## src/rtl/decode_pkg.sv

```systemverilog
// Decoder output codes; ALU select follows {instr[30], funct3} and LSU control {store, funct3}
`default_nettype none

package decode_pkg;

    //////////////////////////////////////////////////
    // Instruction classes
    //////////////////////////////////////////////////
    localparam int ICLASS_W = 3;

    localparam logic [ICLASS_W-1:0] ICLASS_OP      = 3'd0;
    localparam logic [ICLASS_W-1:0] ICLASS_OPIMM   = 3'd1;
    localparam logic [ICLASS_W-1:0] ICLASS_LUI     = 3'd2;
    localparam logic [ICLASS_W-1:0] ICLASS_AUIPC   = 3'd3;
    localparam logic [ICLASS_W-1:0] ICLASS_LOAD    = 3'd4;
    localparam logic [ICLASS_W-1:0] ICLASS_STORE   = 3'd5;
    localparam logic [ICLASS_W-1:0] ICLASS_ILLEGAL = 3'd6;   // Includes MISC-MEM and SYSTEM

    //////////////////////////////////////////////////
    // ALU and LSU control
    //////////////////////////////////////////////////
    localparam int ALU_SEL_W = 4;                            // Alternate bit, then funct3

    localparam logic [ALU_SEL_W-1:0] ALU_OP_ADD = 4'b0000;

    localparam int LSU_CTRL_W = 4;                           // Store bit, then funct3

endpackage

`default_nettype wire

```

## src/rtl/rv32i_isa_pkg.sv

```systemverilog
// RV32I base encodings only; compressed and extension opcodes are not described here
`default_nettype none

package rv32i_isa_pkg;

    //////////////////////////////////////////////////
    // Widths
    //////////////////////////////////////////////////
    localparam int XLEN       = 32;                 // Data and instruction word
    localparam int REG_ADDR_W = 5;                  // x0 to x31

    //////////////////////////////////////////////////
    // Major opcodes of the supported subset
    //////////////////////////////////////////////////
    localparam logic [6:0] OPCODE_OP    = 7'b0110011;
    localparam logic [6:0] OPCODE_OPIMM = 7'b0010011;
    localparam logic [6:0] OPCODE_LUI   = 7'b0110111;
    localparam logic [6:0] OPCODE_AUIPC = 7'b0010111;
    localparam logic [6:0] OPCODE_LOAD  = 7'b0000011;
    localparam logic [6:0] OPCODE_STORE = 7'b0100011;

    // Shift selection
    localparam logic [2:0] FUNCT3_SR  = 3'b101;     // SRL/SRA, SRLI/SRAI
    localparam logic [2:0] FUNCT3_SLL = 3'b001;     // SLL, SLLI
    localparam logic [6:0] FUNCT7_ALT = 7'b0100000; // SUB and SRA

    // One instruction word seen through each base format
    typedef union packed {
        struct packed {
            logic [6:0]            funct7;
            logic [REG_ADDR_W-1:0] rs2;
            logic [REG_ADDR_W-1:0] rs1;
            logic [2:0]            funct3;
            logic [REG_ADDR_W-1:0] rd;
            logic [6:0]            opcode;
        } r;
        struct packed {
            logic [11:0]           imm11_0;     // Shift amount sits in imm11_0[4:0]
            logic [REG_ADDR_W-1:0] rs1;
            logic [2:0]            funct3;
            logic [REG_ADDR_W-1:0] rd;
            logic [6:0]            opcode;
        } i;
        struct packed {
            logic [6:0]            imm11_5;
            logic [REG_ADDR_W-1:0] rs2;
            logic [REG_ADDR_W-1:0] rs1;
            logic [2:0]            funct3;
            logic [4:0]            imm4_0;      // Occupies the rd slot
            logic [6:0]            opcode;
        } s;
        struct packed {
            logic [19:0]           imm31_12;
            logic [REG_ADDR_W-1:0] rd;
            logic [6:0]            opcode;
        } u;
    } instr_u;

endpackage

`default_nettype wire

```

## src/rtl/decode_ctrl_if.sv

```systemverilog
// Control decisions valid in the same cycle as the presented instruction; no clock inside
`timescale 1ns/1ps
`default_nettype none

interface decode_ctrl_if;

    import decode_pkg::*;

    logic                accept;       // Instruction captured this cycle
    logic                bubble;       // Stall copy with strobes suppressed
    logic [ICLASS_W-1:0] iclass;
    logic                shift_form;   // OP-IMM shift with a legal funct7

    // Control side
    modport ctrl (
        output accept, bubble, iclass, shift_form
    );

    // Datapath side
    modport dp (
        input  accept, bubble, iclass, shift_form
    );

endinterface

`default_nettype wire

```

## src/rtl/decode_ctrl.sv

```systemverilog
// Source must re-present a stalled instruction next cycle; that copy is never stalled again
`timescale 1ns/1ps
`default_nettype none

module decode_ctrl (
    input  wire logic                   clk_i,
    input  wire logic                   rstn_i,
    input  wire rv32i_isa_pkg::instr_u  instr_i,
    input  wire logic                   instr_valid_i,
    output logic                        ready_o,
    output logic                        illegal_o,
    decode_ctrl_if.ctrl                 ctrl_if
);

    import rv32i_isa_pkg::*;
    import decode_pkg::*;

    logic [ICLASS_W-1:0]   iclass_w;
    logic                  reads_rs1_w;
    logic                  hazard_w;
    logic [REG_ADDR_W-1:0] prev_rd_q;     // Destination of the last valid instruction
    logic                  stall_q;       // Previous cycle stalled

    //////////////////////////////////////////////////
    // Opcode classification
    //////////////////////////////////////////////////
    always_comb begin
        case (instr_i.r.opcode)
            OPCODE_OP:    iclass_w = ICLASS_OP;
            OPCODE_OPIMM: iclass_w = ICLASS_OPIMM;
            OPCODE_LUI:   iclass_w = ICLASS_LUI;
            OPCODE_AUIPC: iclass_w = ICLASS_AUIPC;
            OPCODE_LOAD:  iclass_w = ICLASS_LOAD;
            OPCODE_STORE: iclass_w = ICLASS_STORE;
            default:      iclass_w = ICLASS_ILLEGAL;
        endcase
    end

    assign reads_rs1_w = (iclass_w == ICLASS_OP)   || (iclass_w == ICLASS_OPIMM) ||
                         (iclass_w == ICLASS_LOAD) || (iclass_w == ICLASS_STORE);

    //////////////////////////////////////////////////
    // Read-after-write hazard against prev_rd
    //////////////////////////////////////////////////
    assign hazard_w = instr_valid_i && !stall_q &&
                      ((reads_rs1_w && (instr_i.r.rs1 != '0) && (instr_i.r.rs1 == prev_rd_q)) ||
                       ((iclass_w == ICLASS_OP) && (instr_i.r.rs2 != '0) &&
                        (instr_i.r.rs2 == prev_rd_q)));

    assign ready_o = !hazard_w;           // Low only in the hazard cycle

    assign ctrl_if.accept     = instr_valid_i;
    assign ctrl_if.bubble     = hazard_w;
    assign ctrl_if.iclass     = iclass_w;
    assign ctrl_if.shift_form = (iclass_w == ICLASS_OPIMM) &&
                                ((instr_i.r.funct3 == FUNCT3_SR) ||
                                 (instr_i.r.funct3 == FUNCT3_SLL)) &&
                                ((instr_i.r.funct7 == '0) || (instr_i.r.funct7 == FUNCT7_ALT));

    always_ff @(posedge clk_i) begin
        if (!rstn_i) begin
            prev_rd_q <= '0;
            stall_q   <= 1'b0;
            illegal_o <= 1'b0;
        end else begin
            stall_q <= hazard_w;
            if (instr_valid_i) begin
                // Stores and illegal words write no register
                if ((iclass_w == ICLASS_STORE) || (iclass_w == ICLASS_ILLEGAL)) begin
                    prev_rd_q <= '0;
                end else begin
                    prev_rd_q <= instr_i.r.rd;
                end
                illegal_o <= (iclass_w == ICLASS_ILLEGAL);
            end
        end
    end

endmodule

`default_nettype wire

```

## src/rtl/imm_gen.sv

```systemverilog
// Immediate is registered on accept and held otherwise; OP and illegal words give zero
`timescale 1ns/1ps
`default_nettype none

module imm_gen (
    input  wire logic                        clk_i,
    input  wire logic                        rstn_i,
    input  wire rv32i_isa_pkg::instr_u       instr_i,
    decode_ctrl_if.dp                        dp_if,
    output logic [rv32i_isa_pkg::XLEN-1:0]   imm_o,
    output logic                             is_imm_o
);

    import rv32i_isa_pkg::*;
    import decode_pkg::*;

    logic [XLEN-1:0] imm_w;

    //////////////////////////////////////////////////
    // Format selection and extension
    //////////////////////////////////////////////////
    always_comb begin
        case (dp_if.iclass)
            ICLASS_OPIMM: begin
                if (dp_if.shift_form) begin
                    imm_w = {{(XLEN-5){1'b0}}, instr_i.i.imm11_0[4:0]};   // Unsigned shamt
                end else begin
                    imm_w = {{(XLEN-12){instr_i.i.imm11_0[11]}}, instr_i.i.imm11_0};
                end
            end
            ICLASS_LOAD:  imm_w = {{(XLEN-12){instr_i.i.imm11_0[11]}}, instr_i.i.imm11_0};
            ICLASS_STORE: imm_w = {{(XLEN-12){instr_i.s.imm11_5[6]}},
                                   instr_i.s.imm11_5, instr_i.s.imm4_0};
            ICLASS_LUI,
            ICLASS_AUIPC: imm_w = {instr_i.u.imm31_12, 12'b0};
            default:      imm_w = '0;
        endcase
    end

    always_ff @(posedge clk_i) begin
        if (!rstn_i) begin
            imm_o    <= '0;
            is_imm_o <= 1'b0;
        end else if (dp_if.accept) begin
            imm_o    <= imm_w;
            is_imm_o <= (dp_if.iclass != ICLASS_OP);   // Only OP takes rs2 as operand B
        end
    end

endmodule

`default_nettype wire

```

## src/rtl/op_decode.sv

```systemverilog
// Strobes last one cycle and are dropped for stall copies; other fields hold while idle
`timescale 1ns/1ps
`default_nettype none

module op_decode (
    input  wire logic                                clk_i,
    input  wire logic                                rstn_i,
    input  wire rv32i_isa_pkg::instr_u               instr_i,
    input  wire logic [rv32i_isa_pkg::XLEN-1:0]      instr_addr_i,
    decode_ctrl_if.dp                                dp_if,
    output logic [rv32i_isa_pkg::XLEN-1:0]           instr_addr_o,
    output logic                                     use_pc_o,
    output logic [decode_pkg::ALU_SEL_W-1:0]         alu_sel_o,
    output logic [rv32i_isa_pkg::REG_ADDR_W-1:0]     alu_dest_o,
    output logic                                     alu_wb_o,
    output logic [rv32i_isa_pkg::REG_ADDR_W-1:0]     rf_addr_a_o,
    output logic [rv32i_isa_pkg::REG_ADDR_W-1:0]     rf_addr_b_o,
    output logic                                     lsu_new_o,
    output logic [decode_pkg::LSU_CTRL_W-1:0]        lsu_ctrl_o,
    output logic [rv32i_isa_pkg::REG_ADDR_W-1:0]     lsu_rd_o
);

    import rv32i_isa_pkg::*;
    import decode_pkg::*;

    logic                  is_alu_w;      // Writes rd through the ALU
    logic                  is_lsu_w;
    logic                  reads_rs1_w;
    logic                  issue_w;       // Accepted and not a stall copy
    logic [ALU_SEL_W-1:0]  alu_sel_w;

    assign is_alu_w    = (dp_if.iclass == ICLASS_OP)  || (dp_if.iclass == ICLASS_OPIMM) ||
                         (dp_if.iclass == ICLASS_LUI) || (dp_if.iclass == ICLASS_AUIPC);
    assign is_lsu_w    = (dp_if.iclass == ICLASS_LOAD) || (dp_if.iclass == ICLASS_STORE);
    assign reads_rs1_w = (dp_if.iclass == ICLASS_OP) || (dp_if.iclass == ICLASS_OPIMM) ||
                         is_lsu_w;
    assign issue_w     = dp_if.accept && !dp_if.bubble;

    //////////////////////////////////////////////////
    // ALU select
    //////////////////////////////////////////////////
    always_comb begin
        case (dp_if.iclass)
            ICLASS_OP: alu_sel_w = {instr_i.r.funct7[5], instr_i.r.funct3};
            ICLASS_OPIMM: begin
                if (dp_if.shift_form) begin
                    alu_sel_w = {instr_i.r.funct7[5], instr_i.r.funct3};   // SRAI keeps bit 30
                end else begin
                    alu_sel_w = {1'b0, instr_i.r.funct3};
                end
            end
            default: alu_sel_w = ALU_OP_ADD;   // Addresses and U-type sums
        endcase
    end

    //////////////////////////////////////////////////
    // Output registers
    //////////////////////////////////////////////////
    always_ff @(posedge clk_i) begin
        if (!rstn_i) begin
            instr_addr_o <= '0;
            use_pc_o     <= 1'b0;
            alu_sel_o    <= '0;
            alu_dest_o   <= '0;
            alu_wb_o     <= 1'b0;
            rf_addr_a_o  <= '0;
            rf_addr_b_o  <= '0;
            lsu_new_o    <= 1'b0;
            lsu_ctrl_o   <= '0;
            lsu_rd_o     <= '0;
        end else begin
            // One-cycle strobes
            alu_wb_o  <= issue_w && is_alu_w;
            lsu_new_o <= issue_w && is_lsu_w;
            use_pc_o  <= dp_if.accept && (dp_if.iclass == ICLASS_AUIPC);

            if (dp_if.accept) begin
                instr_addr_o <= instr_addr_i;
                alu_sel_o    <= alu_sel_w;
                alu_dest_o   <= is_alu_w ? instr_i.r.rd : '0;
                rf_addr_a_o  <= reads_rs1_w ? instr_i.r.rs1 : '0;
                rf_addr_b_o  <= (dp_if.iclass == ICLASS_OP) ? instr_i.r.rs2 : '0;
                lsu_ctrl_o   <= is_lsu_w ?
                                {(dp_if.iclass == ICLASS_STORE), instr_i.r.funct3} : '0;
                lsu_rd_o     <= (dp_if.iclass == ICLASS_LOAD) ? instr_i.r.rd : '0;
            end
        end
    end

endmodule

`default_nettype wire

```

## src/rtl/rv32i_decoder.sv

```systemverilog
// RV32I OP/OP-IMM/LUI/AUIPC/LOAD/STORE only; no output back-pressure, one-cycle RAW stall
`timescale 1ns/1ps
`default_nettype none

module rv32i_decoder (
    input  wire logic                                clk_i,
    input  wire logic                                rstn_i,
    // Fetch side
    input  wire logic [rv32i_isa_pkg::XLEN-1:0]      instr_i,
    input  wire logic [rv32i_isa_pkg::XLEN-1:0]      instr_addr_i,
    input  wire logic                                instr_valid_i,
    output logic                                     ready_o,
    output logic [rv32i_isa_pkg::XLEN-1:0]           instr_addr_o,
    output logic                                     use_pc_o,
    output logic                                     illegal_o,
    // ALU and register file
    output logic [decode_pkg::ALU_SEL_W-1:0]         alu_sel_o,
    output logic [rv32i_isa_pkg::REG_ADDR_W-1:0]     alu_dest_o,
    output logic                                     alu_wb_o,
    output logic [rv32i_isa_pkg::REG_ADDR_W-1:0]     rf_addr_a_o,
    output logic [rv32i_isa_pkg::REG_ADDR_W-1:0]     rf_addr_b_o,
    output logic                                     is_imm_o,
    output logic [rv32i_isa_pkg::XLEN-1:0]           imm_o,
    // LSU
    output logic                                     lsu_new_o,
    output logic [decode_pkg::LSU_CTRL_W-1:0]        lsu_ctrl_o,
    output logic [rv32i_isa_pkg::REG_ADDR_W-1:0]     lsu_rd_o
);

    import rv32i_isa_pkg::*;

    instr_u instr_w;

    assign instr_w = instr_u'(instr_i);   // Format views of the raw word

    decode_ctrl_if u_ctrl_if ();

    decode_ctrl u_decode_ctrl (
        .clk_i         (clk_i),
        .rstn_i        (rstn_i),
        .instr_i       (instr_w),
        .instr_valid_i (instr_valid_i),
        .ready_o       (ready_o),
        .illegal_o     (illegal_o),
        .ctrl_if       (u_ctrl_if.ctrl)
    );

    imm_gen u_imm_gen (
        .clk_i    (clk_i),
        .rstn_i   (rstn_i),
        .instr_i  (instr_w),
        .dp_if    (u_ctrl_if.dp),
        .imm_o    (imm_o),
        .is_imm_o (is_imm_o)
    );

    op_decode u_op_decode (
        .clk_i        (clk_i),
        .rstn_i       (rstn_i),
        .instr_i      (instr_w),
        .instr_addr_i (instr_addr_i),
        .dp_if        (u_ctrl_if.dp),
        .instr_addr_o (instr_addr_o),
        .use_pc_o     (use_pc_o),
        .alu_sel_o    (alu_sel_o),
        .alu_dest_o   (alu_dest_o),
        .alu_wb_o     (alu_wb_o),
        .rf_addr_a_o  (rf_addr_a_o),
        .rf_addr_b_o  (rf_addr_b_o),
        .lsu_new_o    (lsu_new_o),
        .lsu_ctrl_o   (lsu_ctrl_o),
        .lsu_rd_o     (lsu_rd_o)
    );

endmodule

`default_nettype wire

```

## config.mk

```make
export PLATFORM = sky130hd
export DESIGN_NAME = rv32i_decoder
export DESIGN_NICKNAME = d
export VERILOG_FILES = /design/src/rtl/decode_pkg.sv /design/src/rtl/rv32i_isa_pkg.sv /design/src/rtl/decode_ctrl_if.sv /design/src/rtl/decode_ctrl.sv /design/src/rtl/imm_gen.sv /design/src/rtl/op_decode.sv /design/src/rtl/rv32i_decoder.sv
export SDC_FILE = /design/constraint.sdc
export NUM_CORES = 1
export LEC_CHECK = 0
export BUFFER_PORTS_ARGS = -buffer_cell sky130_fd_sc_hd__buf_2
export CORE_ASPECT_RATIO = 0.7
export CORE_MARGIN = 2
export CORE_UTILIZATION = 40
export CTS_CLUSTER_DIAMETER = 150
export DETAILED_ROUTE_END_ITERATION = 6
export HOLD_SLACK_MARGIN = 0.08
export PLACE_DENSITY = 0.76
export SLEW_MARGIN = 30
export SYNTH_ARGS = -nofsm -noshare
export SYNTH_HDL_FRONTEND = slang
export SYNTH_SLANG_ARGS = --single-unit
export TNS_END_PERCENT = 50
```

## constraint.sdc

```tcl
create_clock -name clk_i -period 1.3 [get_ports clk_i]
set_clock_uncertainty 0.1 [all_clocks]
set_input_delay 0.13 -clock clk_i [delete_from_list [all_inputs] [get_ports clk_i]]
set_output_delay 0.13 -clock clk_i [all_outputs]
set_load 0.1 [all_outputs]
```

# After elaboration in Yosys (flattened, before gate mapping)
# Index checks and enable logic that the tools add are counted.
[word_totals]
elab_cells = 74
ff_bits = 103
output_inout_bits = 98
[classes]
n_mux = 11
eq_ne = 17
reduce_logical = 31
[op_table]
columns = ["cell", "n"]
rows = [
  ["$pmux W32 S4", 1],
  ["$mux W32", 1],
  ["$eq A7 B6 Y1 const B", 4],
  ["$mux W5", 5],
  ["$pmux W3 S6", 1],
  ["$eq A7 B5 Y1 const B", 2],
  ["$eq A3 B3 Y1 const B", 4],
  ["$logic_and A1 B1 Y1", 12],
  ["$logic_or A1 B1 Y1", 11],
  ["$eq A5 B5 Y1", 2],
  ["$reduce_bool A5 Y1", 2],
  ["$mux W4", 2],
  ["$pmux W4 S2", 1],
  ["$eq A7 B2 Y1 const B", 1],
  ["$logic_not A7 Y1", 1],
  ["$eq A3 B1 Y1 const B", 2],
  ["$eq A3 B2 Y1 const B", 2],
  ["$logic_not A3 Y1", 1],
  ["$reduce_bool A3 Y1", 1],
  ["$logic_not A1 Y1", 2],
  ["$reduce_or A2 Y1", 1],
]

# Logic depth before layout (Yosys ltp)
[depth]
depth_word = 13
depth_mapped = 5
mapped_depth_nobuf = 4

# By module
# Synthesis repeated with hierarchy kept, for this count alone.
[unflattened]
hier_cells = 443
area_unflattened_um2 = 4514.3
[modules_own_cells]
columns = ["mod", "cells_per_inst", "seq_area_each_um2", "area_per_inst_um2", "n_inst"]
rows = [
  ["op_decode", 215, 1261.2, 2441.1, 1],
  ["imm_gen", 160, 660.6, 1531.5, 1],
  ["decode_ctrl", 68, 140.1, 541.8, 1],
]

# Worst setup path before layout
# Ideal clock, no wire load.
[synth_timing]
kind = "register to output"
startpoint = "reg u_decode_ctrl.prev_rd_q[0]"
endpoint = "out ready_o"
path_stages_with_launch = 5
path_slack_ps = -1107
t_arrival_ps = 2177
path_cell_list = "dfxtp_1 nor4_1 nor2_1 o2111a_1 nor2_1"
[synth_between]
elab_chain_cells = 5
elab_cells_between_ends = 7
classes_between = "2 x eq/ne; 5 x reduce/logical"
[synth_rtl]
columns = ["element", "line_no", "text"]
rows = [
  ["start: declaration", "decode_ctrl.sv:21", "logic [REG_ADDR_W-1:0] prev_rd_q;"],
  ["start signal: assignment", "decode_ctrl.sv:72", "prev_rd_q <= instr_i.r.rd;"],
  ["$eq A5 B5 Y1 (on tied branches)", "decode_ctrl.sv:46, decode_ctrl.sv:48", ""],
  ["$logic_and A1 B1 Y1 (on tied branches)", "decode_ctrl.sv:46, decode_ctrl.sv:47", ""],
  ["$logic_or A1 B1 Y1 (*)", "decode_ctrl.sv:46", "((reads_rs1_w && (instr_i.r.rs1 != '0) && (instr_i.r.rs1 == prev_rd_q)) ||"],
  ["$logic_and A1 B1 Y1 (*)", "decode_ctrl.sv:45", "assign hazard_w = instr_valid_i && !stall_q &&"],
  ["$logic_not A1 Y1 (*)", "decode_ctrl.sv:50", "assign ready_o = !hazard_w;"],
  ["end: declaration", "rv32i_decoder.sv:12", "output logic ready_o,"],
]
# Every way passes the cells marked *; elsewhere a longest branch is shown, timed or not.

# Worst setup path after layout
[layout_timing]
startpoint = "reg u_decode_ctrl.prev_rd_q[2]"
endpoint = "out ready_o"
# Same word-level chain as after synthesis.

==> metrics.md <==
| Metric | Value |
|---|---|
| Status | `complete, but fails checks` |
| Failing checks | `negative setup slack` |
| Diode count | `0` |
| Drt via density | `5.23` |
| PortBufs | `164` |
| Vias in the first global route | `4420` |
| Nets@finish | `752` |
| Worst EP arrival | `1.70 ns` |
| Commonest non-fill, non-tap cell in the layout | `buf_4` |
| Peak supply drop | `0.709 mV` |
| Slew @ Worst Pin | `0.587 ns` |
| Cts bufs inserted | `9` |
| Final Routed Wirelength | `14400 um` |
| Slew HR | `60.8%` |
| WHS Path Cells | `4` |
| Total power | `7.76 mW` |
| Detailed Place HPWL | `9440 um` |
| DR vias | `4301` |
| Mapped Area | `0.00429 mm^2` |
| Max-slew violation count | `0` |
| Final routed DRC violation total | `0` |
| Initial antenna violation count | `0` |
| Area leader, netlist | `dfxtp_1` |
| Worst hold path type | `in2reg` |
| Ys async rst share | `0%` |
| GRT Residual Overflow | `0` |
| Site Rows | `31` |
| Power Dens Cells | `1060 mW/mm^2` |
| Die X | `128 um` |
| # setup viols final | `4` |
| Clock Sinks | `103` |
| Synth cell types | `50` |
| Clock Tree Buf Depth | `2` |
| Cells after synthesis | `440` |
| RSZ-0062 raised after global routing | `yes` |
| R2r setup slk | `-0.27 ns` |
| Clock Root Buffer | `clkbuf_16` |
| EDFF count, synth | `0` |
| Setup_tns | `-1.44 ns` |
| Detail Route Antenna Nets | `0` |
| Synth top area share | `48.1%` |
| Main flop type after synthesis | `dfxtp_1` |
| CP startpoint kind | `register` |
| Slack of the critical path | `-0.631 ns` |
| Max-cap violations | `0` |
| GRT Total Usage | `25.1%` |
| Clk slew on worst S/H paths | `0.07 ns` |
| DR WL/cell | `17.5 um` |
| Syn_nets | `507` |
| First-pass GRT wire length | `22800 um` |
| Synth-to-Final Area Change | `71.0%` |
| Setup CP Type | `reg2out` |
| Pre-CTS WS | `-0.415 ns` |
| Capture point of the worst reg-to-reg path | `u_decode_ctrl.stall_q$_SDFF_PN0_` |
| Worst skew pair latency | `0.34 ns` |
| CTS tree | `built` |
| TritonRoute pass-1 iters | `5` |
| Core ar. | `0.0104 mm^2` |
| Setup crit end kind | `primary output` |
| Ys Warns | `0` |
| Pleak | `3.05 nW` |
| Area contributors post-synth | `dfxtp_1, nor2b_1, mux2i_1` |
| Worst EP required | `1.07 ns` |
| Starting utilization of the core area | `41.2%` |
| Hold Startpoint | `instr_i[18]` |
| H-tree depth | `3` |
| Flops & latches, synth | `103` |
| DRT iter0 DRCs | `295` |
| Largest net degree at the start of global routing | `45` |
| DIE AREA | `0.0116 mm^2` |
| Final worst path period need | `1.93 ns` |
| Reg-to-Reg Start | `u_decode_ctrl.prev_rd_q[1]$_SDFFE_PN0P_` |
| Layout cells sized above 1 | `44.5%` |
| Sequential area share after synthesis | `48.1%` |
| RePlAce Congestion | `0.854` |
| Syn Area/Cell | `9.75 um^2` |
| FMAX | `518 MHz` |
| Io pins | `165` |
| CP Max Fanout | `3` |
| Most frequent cells in the layout | `buf_4, buf_2, nor2b_1, nand2_1, dfxtp_1` |
| Final hold viol count | `0` |
| WHS Endpoint | `u_imm_gen.imm_o[18]$_SDFFE_PN0P_` |
| R2R depth | `6` |
| Fin crit share | `149%` |
| Die Y | `90.6 um` |
where the power goes:
group | switching [mW] | total, mW | internal [mW]
Sequential | 0.0694 | 3.33 | 3.26
Clock | 1.17 | 2.72 | 1.54
Combinational | 1.12 | 1.71 | 0.584
routing by layer:
layer	up-vias	share of wire, %	track usage, %	wire, um
met4	0	2.9	9.07	415
met3	41	7.0	6.46	1010
met2	196	48	41.8	6890
met1	2034	42	31.3	6070
met5	-	0	0	0
li1	2030	-	-	-
worst max path at each step:
| stage | from | endpoint | slack [ns] | depth (start not counted) |
|---|---|---|---|---|
| 2_1_floorplan | u_decode_ctrl.prev_rd_q[0]$_SDFFE_PN0P_ | ready_o | -0.32 | 4 |
| 3_3_place_gp | instr_i[3] | ready_o | -0.36 | 6 |
| 3_5_place_dp | u_decode_ctrl.prev_rd_q[0]$_SDFFE_PN0P_ | ready_o | -0.42 | 6 |
| 4_1_cts | u_decode_ctrl.prev_rd_q[0]$_SDFFE_PN0P_ | ready_o | -0.61 | 6 |
| 5_1_grt | u_decode_ctrl.prev_rd_q[0]$_SDFFE_PN0P_ | ready_o | -0.68 | 6 |
| 6_report | u_decode_ctrl.prev_rd_q[2]$_SDFFE_PN0P_ | ready_o | -0.63 | 6 |
critical path: stages (launching register included):
cell	delay [ns]
dfxtp_2	0.34
buf_4	0.13
xor2_1	0.16
nor3_1	0.21
o2111a_2	0.28
nor2_4	0.06
buf_12	0.17
state kept, by name, indices dropped and copies added (netlist names), 4 cells and up:
signal	cells
u_decode_ctrl.prev_rd_q	5
u_imm_gen.imm_o	32
u_op_decode.alu_dest_o	5
u_op_decode.alu_sel_o	4
u_op_decode.instr_addr_o	32
u_op_decode.lsu_ctrl_o	4
u_op_decode.lsu_rd_o	5
u_op_decode.rf_addr_a_o	5
u_op_decode.rf_addr_b_o	5
synthesized netlist by cell type, types with 2 or more instances:
cell,n
buf_2,8
mux2i_1,32
nor2b_1,60
nand3_1,9
xnor2_1,4
nand2_1,58
a21boi_0,24
a22o_2,6
and3_1,2
nand4_1,4
inv_1,2
nor4_1,2
nor2_1,6
o211a_1,2
a31oi_1,27
a22oi_1,5
xor2_1,4
buf_4,5
clkbuf_1,17
a21oi_1,5
nand2b_1,2
o21ai_0,20
nand3b_1,6
dfxtp_1,103
nor3_1,2
cell families after synthesis:
family,count (synthesis),synth area share (%)
flops,103,48.1
compound gates,100,17.1
simple gates,162,21.8
xor+xnor,8,1.63
mux,32,7.47
buf+inv,35,3.91
cell type report:
type	count	area (um^2)
Fill cell	701	3060
Timing Repair Buffer	266	2630
Sequential cell	103	2120
Multi-Input combinational cell	302	2110
Clock buffer	11	243
Tap cell	132	165
Clock inverter	5	57.6
Inverter	3	11.3
timing repair:
item                                   in CTS  in global routing
setup buffers                               1                  0
pin swaps                                   6                  1
gates cloned                                0                  0
hold buffers                               48                  0
gates resized for setup                    60                  2
setup endpoints to repair                  52                  4
endpoints found under the hold margin      65                  0
through the flow:
step / utilization [%] / hold slack, ns / instances / instance area, um^2
global route: 70.5 / 0.0951 / 822 / 7330
global placement: 61.2 / 0.289 / 758 / 6360
floorplan: - / 0.161 / 440 / 4350
detailed placement: 61.2 / 0.298 / 758 / 6360
CTS: 70.4 / 0.0838 / 822 / 7320
finish: 70.5 / 0.0944 / 822 / 7330
(Power assumes the default switching activity.)
